## src/pit_pkg.sv

```systemverilog
// Shared widths, access and mode encodings, CPU bus and counter
// configuration types for the interval timer channel
`default_nettype none

package pit_pkg;

    localparam int BYTE_W = 8;
    // Bit 16 flags a zero preset (65536 binary, 10000 BCD)
    localparam int COUNT_W = 17;
    localparam int DIGIT_W = 4;
    localparam int BCD_DIGITS = 4;
    localparam logic [DIGIT_W-1:0] BCD_NINE = 4'd9;

    // Control word bits 5:4
    typedef enum logic [1:0] {
        ACCESS_LATCH   = 2'b00,
        ACCESS_LSB     = 2'b01,
        ACCESS_MSB     = 2'b10,
        ACCESS_LSB_MSB = 2'b11
    } access_t;

    // Control word bits 3:1, only modes 0 and 2 are kept
    typedef enum logic [2:0] {
        MODE_TERMINAL = 3'd0,
        MODE_RATE     = 3'd2
    } mode_t;

    typedef struct packed {
        logic [BYTE_W-1:0] data;
        logic              write_control;
        logic              write_counter;
        logic              read_counter;
    } pit_bus_t;

    typedef struct packed {
        access_t access;
        mode_t   mode;
        logic    bcd;
    } pit_config_t;

    localparam pit_config_t CONFIG_RESET = '{access: ACCESS_MSB, mode: MODE_TERMINAL, bcd: 1'b0};

endpackage

`default_nettype wire

```

## src/pit_register_access.sv

```systemverilog
// Control word decode, preset byte assembly, count latch and
// byte-wise read sequencing for one timer channel
`default_nettype none

module pit_register_access import pit_pkg::*; (
    input  logic                 clock,
    input  logic                 reset,
    input  pit_bus_t             bus,
    input  logic [COUNT_W-1:0]   count,
    output pit_config_t          counter_config,
    output logic [COUNT_W-1:0]   preset,
    output logic                 config_update,
    output logic                 preset_loaded,
    output logic                 counting,
    output logic [BYTE_W-1:0]    read_data
);

    access_t              new_access;
    mode_t                new_mode;
    logic                 cmd_latch;
    logic [COUNT_W-2:0]   preset_value;
    logic                 write_lsb;
    logic                 read_lsb;
    logic                 prev_read;
    logic                 read_fall;
    logic                 latched;
    logic [COUNT_W-1:0]   latched_count;

    assign new_access = access_t'(bus.data[5:4]);
    // Mode fields 2 and 6 select the rate generator, all others mode 0
    assign new_mode = (bus.data[2:1] == 2'b10) ? MODE_RATE : MODE_TERMINAL;

    assign cmd_latch = bus.write_control && (new_access == ACCESS_LATCH);
    assign config_update = bus.write_control && (new_access != ACCESS_LATCH);
    assign preset_loaded = bus.write_counter;

    always_ff @(posedge clock, posedge reset) begin
        if (reset) begin
            counter_config <= CONFIG_RESET;
        end else if (config_update) begin
            counter_config.access <= new_access;
            counter_config.mode <= new_mode;
            counter_config.bcd <= bus.data[0];
        end
    end

    // Preset bytes, the unwritten byte is kept
    always_ff @(posedge clock, posedge reset) begin
        if (reset) begin
            preset_value <= '0;
        end else if (bus.write_counter) begin
            if (write_lsb) begin
                preset_value[BYTE_W-1:0] <= bus.data;
            end else begin
                preset_value[2*BYTE_W-1:BYTE_W] <= bus.data;
            end
        end
    end

    assign preset = {(preset_value == '0), preset_value};

    always_ff @(posedge clock, posedge reset) begin
        if (reset) begin
            write_lsb <= 1'b0;
        end else if (config_update) begin
            write_lsb <= (new_access != ACCESS_MSB);
        end else if (bus.write_counter && (counter_config.access == ACCESS_LSB_MSB)) begin
            write_lsb <= !write_lsb;
        end
    end

    always_ff @(posedge clock, posedge reset) begin
        if (reset) begin
            counting <= 1'b0;
        end else if (config_update) begin
            counting <= 1'b0;
        end else if (bus.write_counter) begin
            if (counter_config.access != ACCESS_LSB_MSB) begin
                counting <= 1'b1;
            end else if (counter_config.mode == MODE_RATE) begin
                // Once started, a new LSB does not stop the rate generator
                counting <= counting || !write_lsb;
            end else begin
                counting <= !write_lsb;
            end
        end
    end

    // Read strobe falling edge advances the read sequence
    always_ff @(posedge clock, posedge reset) begin
        if (reset) begin
            prev_read <= 1'b0;
        end else begin
            prev_read <= bus.read_counter;
        end
    end

    assign read_fall = prev_read && !bus.read_counter;

    always_ff @(posedge clock, posedge reset) begin
        if (reset) begin
            read_lsb <= 1'b0;
        end else if (config_update) begin
            read_lsb <= (new_access != ACCESS_MSB);
        end else if (read_fall && (counter_config.access == ACCESS_LSB_MSB)) begin
            read_lsb <= !read_lsb;
        end
    end

    always_ff @(posedge clock, posedge reset) begin
        if (reset) begin
            latched <= 1'b0;
        end else if (cmd_latch) begin
            latched <= 1'b1;
        end else if (latched && read_fall) begin
            // In LSB_MSB order the freeze lasts until the MSB is read
            if ((counter_config.access != ACCESS_LSB_MSB) || !read_lsb) begin
                latched <= 1'b0;
            end
        end
    end

    always_ff @(posedge clock, posedge reset) begin
        if (reset) begin
            latched_count <= '0;
        end else if (!latched) begin
            latched_count <= count;
        end
    end

    assign read_data = read_lsb ? latched_count[BYTE_W-1:0]
                                : latched_count[2*BYTE_W-1:BYTE_W];

endmodule

`default_nettype wire

```

## src/pit_down_counter.sv

```systemverilog
// Counting block with counter_clock edge detect, binary or BCD decrement,
// preset reload, gating and the mode 0 and mode 2 output waveform
`default_nettype none

module pit_down_counter import pit_pkg::*; (
    input  logic                 clock,
    input  logic                 reset,
    input  pit_config_t          counter_config,
    input  logic [COUNT_W-1:0]   preset,
    input  logic                 config_update,
    input  logic                 preset_loaded,
    input  logic                 counting,
    input  logic                 counter_clock,
    input  logic                 counter_gate,
    output logic [COUNT_W-1:0]   count,
    output logic                 counter_out
);

    logic                 prev_clock;
    logic                 count_event;
    logic                 pending_load;
    logic [COUNT_W-1:0]   dec_count;
    logic [COUNT_W-1:0]   count_next;
    logic                 out_next;

    function automatic logic [COUNT_W-1:0] decrement(
        input logic [COUNT_W-1:0] value,
        input logic               bcd
    );
        logic [COUNT_W-1:0] result;
        logic               borrow;
        result = value;
        borrow = 1'b1;
        if (!bcd) begin
            result = value - 1'b1;
        end else begin
            // Ripple the borrow through the decimal digits
            for (int i = 0; i < BCD_DIGITS; i++) begin
                if (borrow) begin
                    if (value[DIGIT_W*i +: DIGIT_W] == '0) begin
                        result[DIGIT_W*i +: DIGIT_W] = BCD_NINE;
                    end else begin
                        result[DIGIT_W*i +: DIGIT_W] = value[DIGIT_W*i +: DIGIT_W] - 1'b1;
                        borrow = 1'b0;
                    end
                end
            end
            // 10000 drops to 9999
            if (borrow) begin
                result[COUNT_W-1] = 1'b0;
            end
        end
        return result;
    endfunction

    always_ff @(posedge clock, posedge reset) begin
        if (reset) begin
            prev_clock <= 1'b0;
        end else begin
            prev_clock <= counter_clock;
        end
    end

    assign count_event = prev_clock && !counter_clock;

    always_ff @(posedge clock, posedge reset) begin
        if (reset) begin
            pending_load <= 1'b0;
        end else if (preset_loaded) begin
            pending_load <= 1'b1;
        end else if (count_event || config_update) begin
            pending_load <= 1'b0;
        end
    end

    assign dec_count = decrement(count, counter_config.bcd);

    always_comb begin
        if (pending_load || (count == '0)) begin
            count_next = preset;
        end else if (!counter_gate) begin
            count_next = count;
        end else if ((counter_config.mode == MODE_RATE) && (dec_count == '0)) begin
            count_next = preset;
        end else begin
            count_next = dec_count;
        end
    end

    always_comb begin
        if (counter_config.mode == MODE_RATE) begin
            out_next = !(counter_gate && (count_next == COUNT_W'(1)));
        end else begin
            // Terminal count output stays high until a new load
            out_next = (count_next == '0) || (counter_out && !pending_load);
        end
    end

    always_ff @(posedge clock, posedge reset) begin
        if (reset) begin
            count <= '0;
            counter_out <= 1'b0;
        end else if (!counting) begin
            count <= '0;
            counter_out <= (counter_config.mode == MODE_RATE);
        end else if (count_event) begin
            count <= count_next;
            counter_out <= out_next;
        end else if ((counter_config.mode == MODE_RATE) && !counter_gate) begin
            counter_out <= 1'b1;
        end
    end

endmodule

`default_nettype wire

```

## src/pit_counter.sv

```systemverilog
// Timer channel top: register access block and counting block
`default_nettype none

module pit_counter import pit_pkg::*; (
    input  logic                clock,
    input  logic                reset,
    input  pit_bus_t            bus,
    input  logic                counter_clock,
    input  logic                counter_gate,
    output logic [BYTE_W-1:0]   read_data,
    output logic                counter_out
);

    pit_config_t          counter_config;
    logic [COUNT_W-1:0]   preset;
    logic [COUNT_W-1:0]   count;
    logic                 config_update;
    logic                 preset_loaded;
    logic                 counting;

    pit_register_access u_register_access (
        .clock          (clock),
        .reset          (reset),
        .bus            (bus),
        .count          (count),
        .counter_config (counter_config),
        .preset         (preset),
        .config_update  (config_update),
        .preset_loaded  (preset_loaded),
        .counting       (counting),
        .read_data      (read_data)
    );

    pit_down_counter u_down_counter (
        .clock          (clock),
        .reset          (reset),
        .counter_config (counter_config),
        .preset         (preset),
        .config_update  (config_update),
        .preset_loaded  (preset_loaded),
        .counting       (counting),
        .counter_clock  (counter_clock),
        .counter_gate   (counter_gate),
        .count          (count),
        .counter_out    (counter_out)
    );

endmodule

`default_nettype wire

```

## config.mk

```make
export PLATFORM = sky130hd
export DESIGN_NAME = pit_counter
export DESIGN_NICKNAME = d
export VERILOG_FILES = /design/src/pit_pkg.sv /design/src/pit_register_access.sv /design/src/pit_down_counter.sv /design/src/pit_counter.sv
export SDC_FILE = /design/constraint.sdc
export NUM_CORES = 1
export LEC_CHECK = 0
export BUFFER_PORTS_ARGS = -buffer_cell sky130_fd_sc_hd__buf_2
export CORE_MARGIN = 5
export CORE_UTILIZATION = 30
export DETAILED_ROUTE_END_ITERATION = 6
export PLACE_DENSITY = 0.47
export SLEW_MARGIN = 0
export SYNTH_ARGS = -nofsm -noshare
export SYNTH_HDL_FRONTEND = slang
export SYNTH_SLANG_ARGS = --single-unit
```

## constraint.sdc

```tcl
create_clock -name clock -period 9.2 [get_ports clock]
set_clock_uncertainty 0.15 [all_clocks]
set_input_delay 0.92 -clock clock [delete_from_list [all_inputs] [get_ports clock]]
set_output_delay 0.92 -clock clock [all_outputs]
set_load 0.02 [all_outputs]
```

== Word level (Yosys, flattened, before mapping) ==
Cells that the tools add are included.
Cells by class
  $add $sub $neg: 5
  equality and inequality tests: 8
  multiplexer cells: 44
  bitwise logic cells: 1
  reductions and logical operators: 42
Operator list (count)
  17-bit two-way mux: 6
  17-bit logical NOT: 3
  1-bit two-way mux: 29
  4-bit two-way mux: 7
  17-bit by 1-bit equality test with 1-bit output, second input constant: 1
  17-bit by 1-bit subtractor with 17-bit output, second input constant: 1
  16-bit logical NOT: 1
  4-bit logical NOT: 4
  4-bit by 1-bit subtractor with 4-bit output, second input constant: 4
  2-bit nonzero test: 7
  1-bit logical AND: 11
  8-bit two-way mux: 1
  1-bit logical NOT: 7
  2-bit AND reduction: 3
  1-bit logical OR: 5
  2-bit equality test, second input constant: 2
  2-bit inequality test, second input constant: 2
  3-bit by 2-bit equality test with 1-bit output, second input constant: 1
  3-bit by 1-bit inequality test with 1-bit output, second input constant: 1
  2-bit logical NOT: 1
  2-bit two-way mux: 1
  2-bit by 1-bit inequality test with 1-bit output, second input constant: 1
  1-bit NOT: 1
Word-level totals
  register bits: 63
  bits of input ports: 15
  output and inout bits: 9
  logic and storage cells: 115

== Depth between registers and ports, before layout ==
  depth after elaboration: 22
  gate-level depth with buffers: 14
  mapped depth without buffers: 11

== Hierarchy ==
From an unflattened synthesis, not the netlist that was laid out.
Second synthesis, totals
  cell total of the unflattened synthesis: 374
  area total of the unflattened synthesis: 3742.3 um2
By module, submodules not included
  pit_down_counter: instances 1, cells each 251, area each 1971.9 um2, seq. area each 500.5 um2
  pit_register_access: instances 1, cells each 123, area each 1770.4 um2, seq. area each 1027.2 um2

== Least setup slack after synthesis ==
No wires, ideal clock.
  path type: register to register
  start point: reg u_down_counter.count[1]
  end point: reg u_down_counter.counter_out
  arrival time: 3.221 ns
  data required time: 8.968 ns
  slack: 5.747 ns
  stages on the path, launching flop included: 13
  buffers on the path: 2
  clock period less this slack: 3.453 ns
  cells stage by stage: dfrtp_1 -> clkbuf_1 -> inv_1 -> ha_1 -> or3b_2 -> or4_4 -> buf_6 -> o311ai_4 -> and3b_1 -> a211oi_2 -> a221oi_1 -> o41a_1 -> a22oi_2
Between the ends
  word-level cells in the longest chain between the ends: 22
RTL lines
  start, declared: line pit_down_counter.sv:15  | output logic [COUNT_W-1:0] count,
  start signal, assigned: line pit_down_counter.sv:107  | count <= count_next;
  4-bit logical NOT: line pit_down_counter.sv:40  | if (value[DIGIT_W*i +: DIGIT_W] == '0) begin
  1-bit two-way mux: line pit_down_counter.sv:40
  1-bit two-way mux: line pit_down_counter.sv:34  | if (!bcd) begin
  1-bit two-way mux: line pit_down_counter.sv:39  | if (borrow) begin
  1-bit two-way mux: line pit_down_counter.sv:34
  1-bit two-way mux: line pit_down_counter.sv:39
  1-bit two-way mux: line pit_down_counter.sv:34
  1-bit two-way mux: line pit_down_counter.sv:39
  (+6 left out)
  17-bit two-way mux: line pit_down_counter.sv:81  | end else if (!counter_gate) begin
  17-bit two-way mux (*): line pit_down_counter.sv:79  | if (pending_load || (count == '0)) begin
  17-bit by 1-bit equality test with 1-bit output: line pit_down_counter.sv:92  | out_next = !(counter_gate && (count_next == COUNT_W'(1)));
  1-bit logical AND: line pit_down_counter.sv:92
  1-bit logical NOT: line pit_down_counter.sv:92
  1-bit two-way mux (*): line pit_down_counter.sv:91  | if (counter_config.mode == MODE_RATE) begin
  1-bit two-way mux (*): line pit_down_counter.sv:106  | end else if (count_event) begin
  1-bit two-way mux (*): line pit_down_counter.sv:103  | end else if (!counting) begin
  end signal, assigned: line pit_down_counter.sv:105  | counter_out <= (counter_config.mode == MODE_RATE);
  end signal, assigned: line pit_down_counter.sv:108  | counter_out <= out_next;
  end, declared: line pit_down_counter.sv:16  | output logic counter_out
Every way passes the cells marked *; elsewhere a longest branch is shown, timed or not. The select of a mux whose other input is x is not followed.
A chain may end at the register's enable or synchronous reset.

== Final worst setup path ==
  start point: reg u_down_counter.count[0]
  end point: reg u_down_counter.counter_out
Same word-level chain as after synthesis.

==> impl_metrics.csv <==
group,metric,value,unit
critical_path,critPathTopFamily,"simple AND/OR/NAND/NOR gates",
placed_design,post-place-cells,580,
sta,relSlewSlack,41.9,%
drt,wire_per_inst,18.6,um
cts,insertion_delay,330,ps
global_route,grt_max_degree,62,
global_route,antenna_found_initial,0,
cts,cts_buffer_depth,2,
critical_path,timing.rr.start,"u_down_counter.count[0]",
sta,worstMarginPinSlew,864,ps
critical_path,path_class,"reg2reg",
cts,numCtsBuffers,9,
drt,drc,0,
sta,fmax,0.228,GHz
global_route,grt_pass1_vias,3279,
floorplan,pin_count,24,
global_route,grt_first_pass_wirelength,18200,um
critical_path,slowest_stage,"nor4b_1",
cts,cts_root_buf,"clkbuf_16",
logic_synthesis,synthesis.nets,430,
logic_synthesis,syn_area_per_cell,9.28,um2
critical_path,worstPathArrival,4490,ps
logic_synthesis,netlist_instances,414,
sta,post-route-min-period,4390,ps
run_status,status,"complete, no violations",
critical_path,cp_max_fo,17,
cells_and_area,drive_gt1_share,20.3,%
cells_and_area,final_net_count,435,
power,ir_drop,0.000117,V
critical_path,crit_buf_inv,1,
cts,path_clk_slew,50,ps
drt,routed_wl,11100,um
cts,cts.sink_count,61,
logic_synthesis,synth_edf_count,0,
cts,cts_tree,"built",
logic_synthesis,ys_seq_area_share,39.7,%
global_route,grt-ovfl-total,0,
sta,setup_viol,0,
cts,ctsHoldBuffers,0,
floorplan,die_h,123,um
global_route,grt.total_usage,15.5,%
critical_path,max_stage_delay,570,ps
power,p_leak,1.85,nW
worst_hold_path,hold_path_class,"reg2reg",
floorplan,start_util,30.6,%
logic_synthesis,synthesis.area,0.00384,mm2
sta,maxSlewViolCount,0,
cts,cts_setup_buffers,0,
cells_and_area,area_growth,13.1,%
critical_path,cp_cell_sequence,"inv_1 > ha_1 > nor4b_1 > a31oi_1 > a311oi_1 > nand2_1 > nor4_4 > nand2b_1 > a221oi_1 > o41a_1 > a22oi_2",
cts,htree_levels,3,
logic_synthesis,synthArstFlopShare,100,%
drt,viasPerCell,5.53,
critical_path,crit_path_end_kind,"flip-flop",
logic_synthesis,synth_seq_cells,61,
floorplan,core,0.0126,mm2
placed_design,gp_congestion,0.872,
cells_and_area,fin_cells,596,
sta,holdWs,330,ps
placed_design,portBuffers,23,
cells_and_area,antenna_cells,0,
cts,cts-resized-gates,0,
critical_path,worst_ep_required_time,9300,ps
logic_synthesis,ys.flop_type,"dfrtp_1",
critical_path,crit_start,"u_down_counter.count[0]",
power,powerDensity,235,mW/mm2
sta,period_share,47.7,%
logic_synthesis,yosys_warnings,0,
drt,detail_route.first_pass.iterations,4,
drt,vias,3294,
drt,ant_nets,0,
flow_run,maxCapViolations,0,
floorplan,die_w,123,um
critical_path,start_kind,"flip-flop",
sta,setup_tns,0,ps
floorplan,dieArea,0.0152,mm2
sta,rsz0062_at_grt,"false",
drt,drtIter0Drc,266,
placed_design,place_hpwl,8140,um
floorplan,std_cell_rows,41,
worst_hold_path,min-delay-start,"u_register_access.latched_count[15]",
logic_synthesis,ys_types,73,
cells_and_area,fillers,1316,
sta,final_hold_viol_count,0,
[layout make-up]
type / count / area (um2) / area share [%]
well taps: 172 / 215 / 4.95
clock buffers: 15 / 278 / 6.39
clock inverters: 1 / 30.0 / 0.691
inverters: 14 / 52.6 / 1.21
repair buffers: 24 / 123 / 2.82
flip-flops and latches: 61 / 1530 / 35.1
multi-input cells: 309 / 2120 / 48.8
[cell usage in the layout, fill, tap and decap left out, types with 3 or more instances in the layout]
master / Yosys / final
dfrtp_1: 60 / 60
nand2_1: 48 / 48
mux2_2: 35 / 35
o21ai_0: 30 / 30
buf_2: 4 / 23
nor2_1: 22 / 22
inv_1: 14 / 13
a21oi_1: 13 / 13
nand3_1: 12 / 12
nor4_1: 11 / 11
clkbuf_16: 0 / 9
nand4_1: 8 / 8
nor2b_1: 7 / 7
nand2b_1: 6 / 6
o31ai_1: 6 / 6
nor3_1: 6 / 6
xnor2_1: 6 / 6
a22oi_1: 6 / 6
or4_1: 5 / 5
or3_1: 5 / 5
a31oi_1: 5 / 5
a22o_1: 4 / 4
mux2i_1: 4 / 4
a21o_1: 4 / 4
and2_1: 3 / 3
nor3b_1: 3 / 3
nor4b_1: 3 / 3
a311oi_1: 3 / 3
o2bb2ai_1: 3 / 3
clkbuf_1: 21 / 3
clkbuf_8: 0 / 3
[synthesized netlist by cell type, drive strengths merged, types with 8 or more instances]
| cell type | instances | area [um2] |
|---|---|---|
| dfrtp | 60 | 1500 |
| nand2 | 48 | 180 |
| mux2 | 35 | 394 |
| o21ai | 31 | 155 |
| clkbuf | 22 | 83.8 |
| nor2 | 22 | 82.6 |
| inv | 14 | 52.6 |
| a21oi | 13 | 65.1 |
| nor4 | 13 | 103 |
| nand3 | 12 | 60.1 |
| nand4 | 9 | 62.6 |
| buf | 8 | 57.6 |
[cells by family (layout without fill, tap and decap cells)]
family / Yosys count / in the layout / synth area share (%)
compound gates: 104 / 104 / 19.3
xor+xnor: 8 / 8 / 1.82
flops: 61 / 61 / 39.7
simple gates: 157 / 157 / 22.5
buf+inv: 44 / 54 / 5.05
fa+ha+maj: 1 / 1 / 0.325
mux: 39 / 39 / 11.3
[path summary, 6_finish.rpt]
| path | slack (ps) | cells past startpoint | endpoint |
|---|---|---|---|
| max in group asynchronous | 7730 | 3 | u_down_counter.counter_out |
| worst max-delay path | 4810 | 11 | u_down_counter.counter_out |
| min in group asynchronous | 660 | 3 | u_register_access.latched |
| worst min register to register | 330 | 2 | u_register_access.latched_count[15] |
| worst min-delay path | 330 | 2 | u_register_access.latched_count[15] |
| worst max register to register | 4810 | 11 | u_down_counter.counter_out |
[stage by stage]
step	worst slack, ps	util, %	power, mW	cell area [um2]
finish	4810	34.6	1.02	4350
CTS	4840	34.6	1.03	4350
global placement	4980	32.1	0.674	4040
global route	4410	34.6	1.08	4350
detailed placement	4860	32.1	0.674	4040
floorplan	5750	-	0.598	3840
[tightest hold or removal path: cells and delay by family, from the launching register on]
family | cells | cell delay, ps
compound gates | 1 | 60
flops | 1 | 340
simple gates | 1 | 50
[per-layer routing]
layer  routed length (um)  up-vias  GRT usage [%]
li1                     -     1560              -
met1                 5230     1617           21.3
met2                 5040       87           23.3
met3                  455       30           3.61
met4                  384        0           6.92
met5                    0        -              0
[report_power, final]
group	leakage, nW	internal [mW]	switching, mW
combinational	0.912	0.129	0.175
sequential	0.784	0.307	0.0607
clock	0.150	0.232	0.117
[sequential cells by signal, summed over array words and instances, names as in the netlist]
signal,count
u_down_counter.count,17
u_register_access.latched_count,16
u_register_access.preset_value,16
u_register_access.counter_config,4
u_down_counter.counter_out,1
u_down_counter.pending_load,1
u_down_counter.prev_clock,1
u_register_access.counting,1
u_register_access.latched,1
u_register_access.prev_read,1
u_register_access.read_lsb,1
u_register_access.write_lsb,1
Note: power is estimated with default switching activity, not from simulation.
